`src/rtl/isa_pkg.sv`:
```
package isa_pkg;

    typedef enum logic [3:0] {
        op_br = 4'h0, op_add, op_ld, op_st,
        op_jsr, op_and, op_ldr, op_str,
        op_rti, op_not, op_ldi, op_sti,
        op_jmp, op_reserved, op_lea, op_trap
    } opcode_t;

    typedef logic [2:0] reg_addr_t;

    localparam reg_addr_t link_register = 3'd7;

    localparam logic [7:0] trap_display = 8'd1; // write to seven segment display
    localparam logic [7:0] trap_input = 8'd2; // wait for switch input

    typedef struct packed {
        logic negative;
        logic zero;
        logic positive;
    } condition_flags_t;

    typedef struct packed {
        opcode_t opcode;
        reg_addr_t dr;
        reg_addr_t sr1;
        logic imm_flag;
        logic [1:0] unused;
        reg_addr_t sr2;
    } operate_view_t;

    typedef struct packed {
        opcode_t opcode;
        logic [2:0] dr_nzp; // dr, sr or branch condition
        logic [8:0] pc_offset9;
    } offset_view_t;

    typedef struct packed {
        opcode_t opcode;
        reg_addr_t dr_sr;
        reg_addr_t base_r;
        logic [5:0] offset6;
    } base_view_t;

    typedef struct packed {
        opcode_t opcode;
        logic long_flag;
        logic [10:0] pc_offset11;
    } jsr_view_t;

    typedef struct packed {
        opcode_t opcode;
        reg_addr_t register;
        logic unused;
        logic [7:0] vector;
    } trap_view_t;

    typedef union packed {
        operate_view_t operate;
        offset_view_t offset;
        base_view_t base;
        jsr_view_t jsr;
        trap_view_t trap;
    } instruction_t;

endpackage
```
`src/rtl/control_pkg.sv`:
```
package control_pkg;

    typedef struct packed {
        logic instruction_register;
        logic program_counter;
        logic register_file;
        logic memory_data_register;
        logic flag_register;
        logic seven_segment_display_register;
    } load_enables_t;

    typedef struct packed {
        logic memory_data;
        logic memory_address;
        logic arithmetic_logic_unit;
        logic program_counter;
        logic register_file_out_a;
        logic switch_input;
    } bus_enables_t;

    typedef struct packed {
        load_enables_t loads;
        bus_enables_t buses;
        isa_pkg::reg_addr_t register_file_in_address;
        isa_pkg::reg_addr_t register_file_out_a_address;
        isa_pkg::reg_addr_t register_file_out_b_address;
        logic memory_address_register_mux_select;
        logic [1:0] program_counter_mux_select;
        logic address_adder_mux_a_select;
        logic [1:0] address_adder_mux_b_select;
        logic arithmetic_logic_mux_select;
        logic [1:0] arithmetic_logic_unit_select;
        logic memory_read_enable;
        logic memory_write_enable;
    } control_word_t;

    localparam logic [1:0] pc_from_bus = 2'd0;
    localparam logic [1:0] pc_from_adder = 2'd1;
    localparam logic [1:0] pc_increment = 2'd2;

    localparam logic [1:0] sext6 = 2'd0;
    localparam logic [1:0] sext9 = 2'd1;
    localparam logic [1:0] sext11 = 2'd2;

    localparam logic from_register = 1'b0;
    localparam logic from_pc = 1'b1;

    localparam logic [1:0] alu_add = 2'd0;
    localparam logic [1:0] alu_not = 2'd1;
    localparam logic [1:0] alu_and = 2'd2;

    typedef enum logic [1:0] {
        fetch_address,
        fetch_load,
        execute,
        halted
    } phase_t;

    typedef logic [1:0] step_t;

    typedef struct packed {
        logic last_step;
        logic halt_request;
    } step_status_t;

endpackage

```
`src/rtl/lc3_control_unit.sv`:
```
`timescale 1ns/1ps

module lc3_control_unit (
    input logic clock,
    input logic reset,
    input isa_pkg::condition_flags_t flags,
    input isa_pkg::instruction_t instruction_register,
    input logic accept,
    output control_pkg::control_word_t control
);
    import control_pkg::*;

    step_t step;
    control_word_t execute_control;
    step_status_t execute_status;

    instruction_sequencer i_instruction_sequencer (
        .clock(clock),
        .reset(reset),
        .execute_control(execute_control),
        .execute_status(execute_status),
        .step(step),
        .control(control)
    );

    execute_decoder i_execute_decoder (
        .instruction_register(instruction_register),
        .flags(flags),
        .accept(accept),
        .step(step),
        .execute_control(execute_control),
        .execute_status(execute_status)
    );

endmodule

```
`src/rtl/instruction_sequencer.sv`:
```
`timescale 1ns/1ps

module instruction_sequencer (
    input logic clock,
    input logic reset,
    input control_pkg::control_word_t execute_control,
    input control_pkg::step_status_t execute_status,
    output control_pkg::step_t step,
    output control_pkg::control_word_t control
);
    import control_pkg::*;

    phase_t phase;
    control_word_t fetch_address_control;
    control_word_t fetch_load_control;

    always_ff @(posedge clock) begin
        if (reset) begin
            phase <= fetch_address;
            step <= '0;
        end else begin
            case (phase)
                fetch_address: phase <= fetch_load;
                fetch_load: phase <= execute;
                execute: begin
                    if (execute_status.halt_request) begin
                        phase <= halted;
                        step <= '0;
                    end else if (execute_status.last_step) begin
                        phase <= fetch_address;
                        step <= '0;
                    end else if (execute_control != '0) begin
                        step <= step + 2'd1;
                    end // idle step waits in place
                end
                halted: phase <= halted; // only reset leaves
                default: phase <= fetch_address;
            endcase
        end
    end

    always_comb begin
        fetch_address_control = '0;
        fetch_address_control.buses.program_counter = 1'b1; // pc onto address
        fetch_address_control.memory_read_enable = 1'b1;

        fetch_load_control = '0;
        fetch_load_control.buses.memory_data = 1'b1;
        fetch_load_control.program_counter_mux_select = pc_increment;
        fetch_load_control.loads.instruction_register = 1'b1;
        fetch_load_control.loads.program_counter = 1'b1;

        case (phase)
            fetch_address: control = fetch_address_control;
            fetch_load: control = fetch_load_control;
            execute: control = execute_control;
            default: control = '0;
        endcase
        if (reset) begin
            control = '0;
        end
    end

endmodule

```
`src/rtl/execute_decoder.sv`:
```
`timescale 1ns/1ps

module execute_decoder (
    input isa_pkg::instruction_t instruction_register,
    input isa_pkg::condition_flags_t flags,
    input logic accept,
    input control_pkg::step_t step,
    output control_pkg::control_word_t execute_control,
    output control_pkg::step_status_t execute_status
);
    import isa_pkg::*;
    import control_pkg::*;

    control_word_t operate_control;
    control_word_t memory_control;
    control_word_t flow_control;
    control_word_t trap_control;
    step_status_t operate_status;
    step_status_t memory_status;
    step_status_t flow_status;
    step_status_t trap_status;

    operate_decoder i_operate_decoder (
        .instruction_register(instruction_register),
        .step(step),
        .control(operate_control),
        .status(operate_status)
    );

    memory_access_decoder i_memory_access_decoder (
        .instruction_register(instruction_register),
        .step(step),
        .control(memory_control),
        .status(memory_status)
    );

    flow_decoder i_flow_decoder (
        .instruction_register(instruction_register),
        .flags(flags),
        .step(step),
        .control(flow_control),
        .status(flow_status)
    );

    trap_decoder i_trap_decoder (
        .instruction_register(instruction_register),
        .accept(accept),
        .control(trap_control),
        .status(trap_status)
    );

    always_comb begin
        case (instruction_register.operate.opcode)
            op_ld, op_st, op_ldr, op_str, op_ldi, op_sti: begin
                execute_control = memory_control;
                execute_status = memory_status;
            end
            op_br, op_jmp, op_jsr: begin
                execute_control = flow_control;
                execute_status = flow_status;
            end
            op_trap: begin
                execute_control = trap_control;
                execute_status = trap_status;
            end
            default: begin // add, and, not, lea, rti, reserved
                execute_control = operate_control;
                execute_status = operate_status;
            end
        endcase
    end

endmodule

```
`src/rtl/trap_decoder.sv`:
```
`timescale 1ns/1ps

module trap_decoder (
    input isa_pkg::instruction_t instruction_register,
    input logic accept,
    output control_pkg::control_word_t control,
    output control_pkg::step_status_t status
);
    import isa_pkg::*;
    import control_pkg::*;

    always_comb begin
        control = '0;
        status = '0;
        case (instruction_register.trap.vector)
            trap_display: begin
                control.loads.seven_segment_display_register = 1'b1;
                control.buses.register_file_out_a = 1'b1;
                control.register_file_out_a_address = instruction_register.trap.register;
                status.last_step = 1'b1;
            end
            trap_input: begin
                if (accept) begin // switches valid
                    control.loads.register_file = 1'b1;
                    control.buses.switch_input = 1'b1;
                    control.register_file_in_address = instruction_register.trap.register;
                    status.last_step = 1'b1;
                end
            end
            default: status.halt_request = 1'b1; // unknown vector halts
        endcase
    end

endmodule

```
`src/rtl/flow_decoder.sv`:
```
`timescale 1ns/1ps

module flow_decoder (
    input isa_pkg::instruction_t instruction_register,
    input isa_pkg::condition_flags_t flags,
    input control_pkg::step_t step,
    output control_pkg::control_word_t control,
    output control_pkg::step_status_t status
);
    import isa_pkg::*;
    import control_pkg::*;

    always_comb begin
        control = '0;
        status = '0;
        case (instruction_register.base.opcode)
            op_br: begin
                control.loads.program_counter = 1'b1;
                control.buses.program_counter = 1'b1;
                control.address_adder_mux_a_select = from_pc;
                control.address_adder_mux_b_select = sext9;
                // exact match of nzp against flags
                control.program_counter_mux_select =
                    (instruction_register.offset.dr_nzp == flags) ? pc_from_adder : pc_from_bus;
                status.last_step = 1'b1;
            end
            op_jmp: begin
                control.loads.program_counter = 1'b1;
                control.buses.register_file_out_a = 1'b1;
                control.register_file_out_a_address = instruction_register.base.base_r;
                control.program_counter_mux_select = pc_from_bus;
                status.last_step = 1'b1;
            end
            op_jsr: begin
                if (step == '0) begin // save return address
                    control.loads.register_file = 1'b1;
                    control.buses.program_counter = 1'b1;
                    control.register_file_in_address = link_register;
                end else begin
                    control.loads.program_counter = 1'b1;
                    if (instruction_register.jsr.long_flag) begin
                        control.address_adder_mux_a_select = from_pc;
                        control.address_adder_mux_b_select = sext11;
                        control.program_counter_mux_select = pc_from_adder;
                    end else begin
                        control.buses.register_file_out_a = 1'b1;
                        control.register_file_out_a_address = instruction_register.base.base_r;
                        control.program_counter_mux_select = pc_from_bus;
                    end
                    status.last_step = 1'b1;
                end
            end
            default: control = '0;
        endcase
    end

endmodule

```
`src/rtl/memory_access_decoder.sv`:
```
`timescale 1ns/1ps

module memory_access_decoder (
    input isa_pkg::instruction_t instruction_register,
    input control_pkg::step_t step,
    output control_pkg::control_word_t control,
    output control_pkg::step_status_t status
);
    import isa_pkg::*;
    import control_pkg::*;

    logic base_relative;
    logic indirect;
    logic is_store;
    control_word_t address_control;
    control_word_t writeback_control;

    always_comb begin
        base_relative = instruction_register.base.opcode inside {op_ldr, op_str};
        indirect = instruction_register.base.opcode inside {op_ldi, op_sti};
        is_store = instruction_register.base.opcode inside {op_st, op_str, op_sti};

        // effective address onto the bus
        address_control = '0;
        address_control.buses.memory_address = 1'b1;
        address_control.memory_address_register_mux_select = 1'b1;
        if (base_relative) begin
            address_control.register_file_out_a_address = instruction_register.base.base_r;
            address_control.address_adder_mux_a_select = from_register;
            address_control.address_adder_mux_b_select = sext6;
        end else begin
            address_control.address_adder_mux_a_select = from_pc;
            address_control.address_adder_mux_b_select = sext9;
        end

        writeback_control = '0;
        writeback_control.buses.memory_data = 1'b1;
        writeback_control.loads.register_file = 1'b1;
        writeback_control.loads.flag_register = 1'b1;
        writeback_control.register_file_in_address = instruction_register.base.dr_sr;

        control = '0;
        status = '0;
        if (is_store) begin
            case (step)
                2'd0: begin // source register into mdr
                    control.buses.register_file_out_a = 1'b1;
                    control.loads.memory_data_register = 1'b1;
                    control.register_file_out_a_address = instruction_register.base.dr_sr;
                end
                2'd1: begin
                    control = address_control;
                    control.memory_read_enable = indirect; // fetch pointer
                    control.memory_write_enable = !indirect;
                    status.last_step = !indirect;
                end
                default: begin // write through pointer
                    control.buses.memory_data = 1'b1;
                    control.memory_write_enable = 1'b1;
                    status.last_step = 1'b1;
                end
            endcase
        end else begin
            case (step)
                2'd0: begin
                    control = address_control;
                    control.memory_read_enable = 1'b1;
                end
                2'd1: begin
                    if (indirect) begin
                        control.buses.memory_data = 1'b1;
                        control.memory_read_enable = 1'b1;
                    end else begin
                        control = writeback_control;
                        status.last_step = 1'b1;
                    end
                end
                default: begin
                    control = writeback_control;
                    status.last_step = 1'b1;
                end
            endcase
        end
    end

endmodule

```
`src/rtl/operate_decoder.sv`:
```
`timescale 1ns/1ps

module operate_decoder (
    input isa_pkg::instruction_t instruction_register,
    input control_pkg::step_t step,
    output control_pkg::control_word_t control,
    output control_pkg::step_status_t status
);
    import isa_pkg::*;
    import control_pkg::*;

    always_comb begin
        control = '0;
        status = '0;
        status.last_step = 1'b1; // single step table
        if (step == '0) begin
            case (instruction_register.operate.opcode)
                op_add, op_and, op_not: begin
                    control.loads.register_file = 1'b1;
                    control.loads.flag_register = 1'b1;
                    control.buses.arithmetic_logic_unit = 1'b1;
                    control.register_file_in_address = instruction_register.operate.dr;
                    control.register_file_out_a_address = instruction_register.operate.sr1;
                    if (instruction_register.operate.opcode == op_not) begin
                        control.arithmetic_logic_unit_select = alu_not;
                    end else begin
                        if (!instruction_register.operate.imm_flag) begin
                            control.register_file_out_b_address = instruction_register.operate.sr2;
                            control.arithmetic_logic_mux_select = 1'b1; // second register
                        end
                        control.arithmetic_logic_unit_select =
                            (instruction_register.operate.opcode == op_and) ? alu_and : alu_add;
                    end
                end
                op_lea: begin
                    control.loads.register_file = 1'b1;
                    control.loads.flag_register = 1'b1;
                    control.buses.memory_address = 1'b1;
                    control.address_adder_mux_a_select = from_pc;
                    control.address_adder_mux_b_select = sext9;
                    control.memory_address_register_mux_select = 1'b1; // address from adder
                    control.register_file_in_address = instruction_register.offset.dr_nzp;
                end
                default: control = '0; // rti and reserved do nothing
            endcase
        end
    end

endmodule

```
`config.mk`:
```
export PLATFORM = sky130hd
export DESIGN_NAME = lc3_control_unit
export DESIGN_NICKNAME = d
export VERILOG_FILES = /design/src/rtl/isa_pkg.sv /design/src/rtl/control_pkg.sv /design/src/rtl/lc3_control_unit.sv /design/src/rtl/instruction_sequencer.sv /design/src/rtl/execute_decoder.sv /design/src/rtl/trap_decoder.sv /design/src/rtl/flow_decoder.sv /design/src/rtl/memory_access_decoder.sv /design/src/rtl/operate_decoder.sv
export SDC_FILE = /design/constraint.sdc
export NUM_CORES = 1
export LEC_CHECK = 0
export ABC_AREA = 1
export BUFFER_PORTS_ARGS = -buffer_cell sky130_fd_sc_hd__buf_2
export CORE_MARGIN = 10
export CORE_UTILIZATION = 40
export DETAILED_ROUTE_END_ITERATION = 10
export MAX_ROUTING_LAYER = met4
export PLACE_DENSITY = 0.73
export SLEW_MARGIN = 20
export SYNTH_ARGS = -nofsm -noshare
export SYNTH_HDL_FRONTEND = slang
export SYNTH_SLANG_ARGS = --single-unit
export TNS_END_PERCENT = 1
```
`constraint.sdc`:
```
create_clock -name clock -period 2.9 [get_ports clock]
set_input_delay 0.58 -clock clock [delete_from_list [all_inputs] [get_ports clock]]
set_output_delay 0.58 -clock clock [all_outputs]
set_load 0.05 [all_outputs]
```
### After elaboration in Yosys (flattened, before gate mapping)

Index checks and enable logic that the tools add are counted.

* $add $sub $neg: 1
* equality and inequality tests: 21
* muxes and demuxes: 66
* reduce and logical (&&, ||, !) cells: 17

Operators by type and width (count)
* 32-bit one-hot mux with 3 select lines: 1
* 31-bit one-hot mux with 3 select lines: 1
* 30-bit 2-to-1 mux: 2
* 30-bit one-hot mux with 2 select lines: 1
* 3-bit 2-to-1 mux: 14
* 32-bit 2-to-1 mux: 1
* 32-bit nonzero test: 1
* 4-bit == test, second input constant: 6
* 1-bit 2-to-1 mux: 20
* 18-bit 2-to-1 mux: 1
* 3-bit one-hot mux with 2 select lines: 3
* 4-bit by 3-bit == test with 1-bit output, second input constant: 4
* 2-bit 2-to-1 mux: 7
* 4-bit 2-to-1 mux: 3
* 1-bit one-hot mux with 2 select lines: 6
* 10-bit 2-to-1 mux: 1
* 4-bit by 2-bit == test with 1-bit output, second input constant: 2
* 8-bit by 1-bit == test with 1-bit output, second input constant: 1
* 8-bit by 2-bit == test with 1-bit output, second input constant: 1
* 2-bit one-hot mux with 4 select lines: 1
* 6-bit 2-to-1 mux: 1
* 2-bit one-hot mux with 3 select lines: 1
* 3-bit nonzero test: 2
* 2-bit OR reduction: 3
* other kinds (16): 21

* flip-flop bits (word level): 4
* input bits: 22
* output and inout bits: 32
* word-level logic and storage cells: 107

### Logic depth before layout (Yosys ltp)

* word-level depth: 10
* depth in mapped cells: 14
* gate-level depth less buffers: 13

### Cells and area by module

Synthesis repeated with hierarchy kept, for this count alone.

* cell total of the unflattened synthesis: 729
* area, all modules: 3673.5 µm²

By module, submodules not included
* execute_decoder: instances 1, cells an instance 307, area each 1512.7 µm², seq. area each 0.0 µm²
* instruction_sequencer: instances 1, cells an instance 155, area each 705.7 µm², seq. area each 80.1 µm²
* flow_decoder: instances 1, cells an instance 80, area each 416.6 µm², seq. area each 0.0 µm²
* memory_access_decoder: instances 1, cells an instance 69, area each 354.1 µm², seq. area each 0.0 µm²
* operate_decoder: instances 1, cells an instance 58, area each 349.1 µm², seq. area each 0.0 µm²
* trap_decoder: instances 1, cells an instance 60, area each 335.3 µm², seq. area each 0.0 µm²

### Worst setup path before layout

OpenSTA, ideal clock, no wires.

* kind: input -> output
* start point: input reset
* end point: output control[0] (netlist bit)
* data arrival time: 2.685 ns
* data required time: 2.320 ns
* slack: -0.365 ns
* stages: 6
* buffers on the path: 1
* cell sequence: clkbuf_1 -> nor2_1 -> inv_1 -> nor2_2 -> inv_1 -> nor4_1

RTL lines
* start, declared: RTL line lc3_control_unit.sv:5 `input logic reset,`
* end, declared: RTL line lc3_control_unit.sv:9 `output control_pkg::control_word_t control`

==> summary.txt <==
STA
  – Max-slew violations: 0
  – Max Clock Freq: 0.365 GHz
  – Final clock skew: 0.00789 ns
  – Rel. slew slack: 67.9%
  – Crit share post-route: 94.5%
  – RSZ-0062 raised after global routing: false
  – Tmin final: 2.74 ns
  – Hold Vio Cnt, Final: 0
  – Setup violations, final: 0
  – Slew of the pin with the lowest slew margin: 0.481 ns

Floorplan
  – Core area: 0.00228 mm²
  – Row Count: 17
  – Ports: 54
  – Starting Density: 43.4%
  – Die width: 69.7 µm
  – Die Y-Extent: 69.7 µm
  – Die area: 0.00486 mm²

Place
  – Placed cells: 272
  – RePlAce Congestion: 0.933
  – Final HPWL DP: 2850 µm
  – Number of buffers added on ports: 53

Synthesis
  – Main synth FF type: dfxtp_1
  – Commonest cells post-synth: nor2_1 (42), nand2_1 (40), inv_1 (39)
  – Post-synth ARST share: 0%
  – Count of state elements after synthesis: 4
  – Most common cell in the netlist: nor2_1
  – Mapped Avg Cell Area: 5.04 µm²
  – Synth top area share: 15.9%
  – Post-Synthesis Cells: 196
  – Top cells by area, synth: nor2_1 (16%), nand2_1 (15%), inv_1 (15%)
  – Netlist cell types: 26
  – Sequential cell area fraction in the yosys report: 8.10%
  – Synth Cell Area: 988 µm²
  – Post-synth EDFFs: 0
  – Synth Net Count: 220
  – Synth area leader: nor2_1
  – Syn. warnings: 0

Power
  – Pwr/cell area: 253 mW/mm²
  – P_int: 162 µW
  – Combinational share of power: 58.9%
  – Worst IR Drop VDD: 0.291 mV
  – Switching Fraction: 50.1%
  – Clk pwr share: 21.6%
  – P_sw: 162 µW
  – Leakage: 0.000811 µW
  – Register share of total power: 19.6%

Routing
  – Final WL: 3320 µm
  – DR DRC count: 0
  – Vias post-DR: 1,360
  – Drt pass-1 iters: 4
  – Iteration-0 DRC Markers: 58
  – Post-route ant nets: 0
  – Vias per cell: 4.95
  – Post-detailed-route wirelength per cell: 12.1 µm

Setup path
  – CP max FO: 8
  – Critical path class: flip-flop to output port
  – Length in cells of the worst reg-to-reg path: 12
  – Most used cell, CP: nor2_1
  – Critical-path top delay cell: dfxtp_1
  – Worst Path Arrival: 2.16 ns
  – WP data required: 2.32 ns
  – Crit end category: output port
  – Largest stage delay on the critical path: 0.35 ns
  – Type of origin of the critical path: flip-flop
  – Worst path cell trace: inv_1, ha_1, inv_2, nor2_1, nor2_1, nand3_1, nand4_1, nand2_1, a21oi_1, buf_2

Hold path
  – WHS Path Cells: 2
  – Min-Delay Path Class: flip-flop to flip-flop

Flow run
  – Max_cap viols: 0

Clock network
  – CTS tree: built
  – Inserted Clock Buffers: 3
  – Htree depth: 1
  – Root buf cell: clkbuf_4
  – Buffer count from post-CTS setup fixing: 0
  – Bufs on Longest Clock Path: 2
  – Post-CTS Hold Fix Bufs: 0
  – Clk slew on worst S/H paths: 0.04 ns
  – Worst skew pair latency: 0.24 ns
  – CTS sink count: 4
  – Post-cts sizing count: 0

Finish
  – Final Instance Count excl. Fillers: 275
  – Final net count: 273
  – Fill count: 255
  – Fraction of layout cells with a size suffix above 1: 29.6%
  – Final core utilization: 56.1%
  – Number of inserted diodes: 0
  – Syn-to-layout area delta: 29.2%

Outcome
  – Status: finished, final reports clean

GRT
  – Initial antenna violation count: 0
  – Number of global-route vias before repair: 1,255
  – Global route total overflow: 0
  – GR Util All Layers: 13.0%
  – Top Usage Layer GRT: met2
  – Largest net degree at the start of global routing: 16
  – Met2 GRT Util: 20.3%
  – Global Route met3 Usage: 3.00%
  – Global-route wire length before repair: 5390 µm
  – Grt met1 use: 16.5%
-- per-stage QoR --
| step | hold WS [ns] | TNS (ns) | power [µW] | worst slack, ns | area, µm² |
|---|---|---|---|---|---|
| 2_1_floorplan | 0.439 | -0.943 | 206 | -0.365 | 988 |
| 3_3_place_gp | 0.453 | 0 | 255 | 0.285 | 1250 |
| 3_5_place_dp | 0.466 | 0 | 254 | 0.286 | 1250 |
| 4_1_cts | 0.478 | 0 | 326 | 0.203 | 1280 |
| 5_1_grt | 0.510 | 0 | 353 | 0.00741 | 1280 |
| 6_report | 0.475 | 0 | 324 | 0.161 | 1280 |
-- layer usage --
| layer | vias up | part of all wire (%) |
|---|---|---|
| li1 | 715 | - |
| met1 | 573 | 48 |
| met2 | 70 | 42 |
| met3 | 2 | 9.2 |
| met4 | 0 | 0.27 |
| met5 | - | 0 |
-- path summary, 6_finish.rpt --
| check | start | to | slack [ns] |
|---|---|---|---|
| hold reg to reg | i_instruction_sequencer.step[1]$_SDFFE_PP0P_ | i_instruction_sequencer.step[1]$_SDFFE_PP0P_ | 0.48 |
| setup reg to reg | i_instruction_sequencer.step[0]$_SDFFE_PP0P_ | i_instruction_sequencer.step[1]$_SDFFE_PP0P_ | 0.98 |
| hold / removal | i_instruction_sequencer.step[1]$_SDFFE_PP0P_ | i_instruction_sequencer.step[1]$_SDFFE_PP0P_ | 0.48 |
| setup / recovery | i_instruction_sequencer.step[0]$_SDFFE_PP0P_ | control[19] | 0.16 |
-- worst max-delay path, delay by kind of cell (launching register included) --
family,cells,cell delay (ns)
AO/OA/AOI/OAI,1,0.11
AND/OR/NAND/NOR,5,0.63
buffers and inverters,3,0.52
adder cells (fa/ha/maj),1,0.31
flip-flops,1,0.35
-- power by group through the flow --
| stage | Sequential [µW] | Clock [µW] | Combinational [µW] |
|---|---|---|---|
| after detailed placement | 64.3 | 0 | 189 |
| after CTS | 63.4 | 72.7 | 190 |
| after floorplan | 63.4 | 0 | 143 |
| after global routing | 63.9 | 78.4 | 211 |
| after global placement | 64.5 | 0 | 190 |
| final | 63.4 | 69.8 | 191 |
-- registers in the layout, summed over array words and instances, names as in the netlist --
name and count:
i_instruction_sequencer.step 2, i_instruction_sequencer.phase 2
-- area by class of cell --
| class | instances | area (µm²) | area share, % |
|---|---|---|---|
| clock buffers | 3 | 22.5 | 1.76 |
| flip-flops and latches | 4 | 80.1 | 6.27 |
| inverters | 41 | 154 | 12.0 |
| multi-input cells | 145 | 713 | 55.8 |
| repair buffers | 54 | 273 | 21.4 |
| well taps | 28 | 35.0 | 2.74 |
-- cells in the final DEF (no fill, tap or decap), drive strengths merged, types with 3 or more instances in the layout --
cell,instances
nor2,48
clkbuf,3
a21oi,7
a31oi,3
o21ai,4
inv,41
dfxtp,4
nand4,6
xor2,3
o22ai,3
buf,54
nand2,45
nand3,16
-- cell families (layout without fill, tap and decap cells) --
| family | count (synthesis) | after routing | synth area share [%] |
|---|---|---|---|
| AO/OA/AOI/OAI | 18 | 18 | 10.3 |
| XOR/XNOR | 3 | 3 | 2.66 |
| adder cells (fa/ha/maj) | 2 | 2 | 2.53 |
| buffers and inverters | 47 | 98 | 19.7 |
| flip-flops | 4 | 4 | 8.10 |
| AND/OR/NAND/NOR | 122 | 122 | 56.7 |
Power figures use the tool's default switching activity.
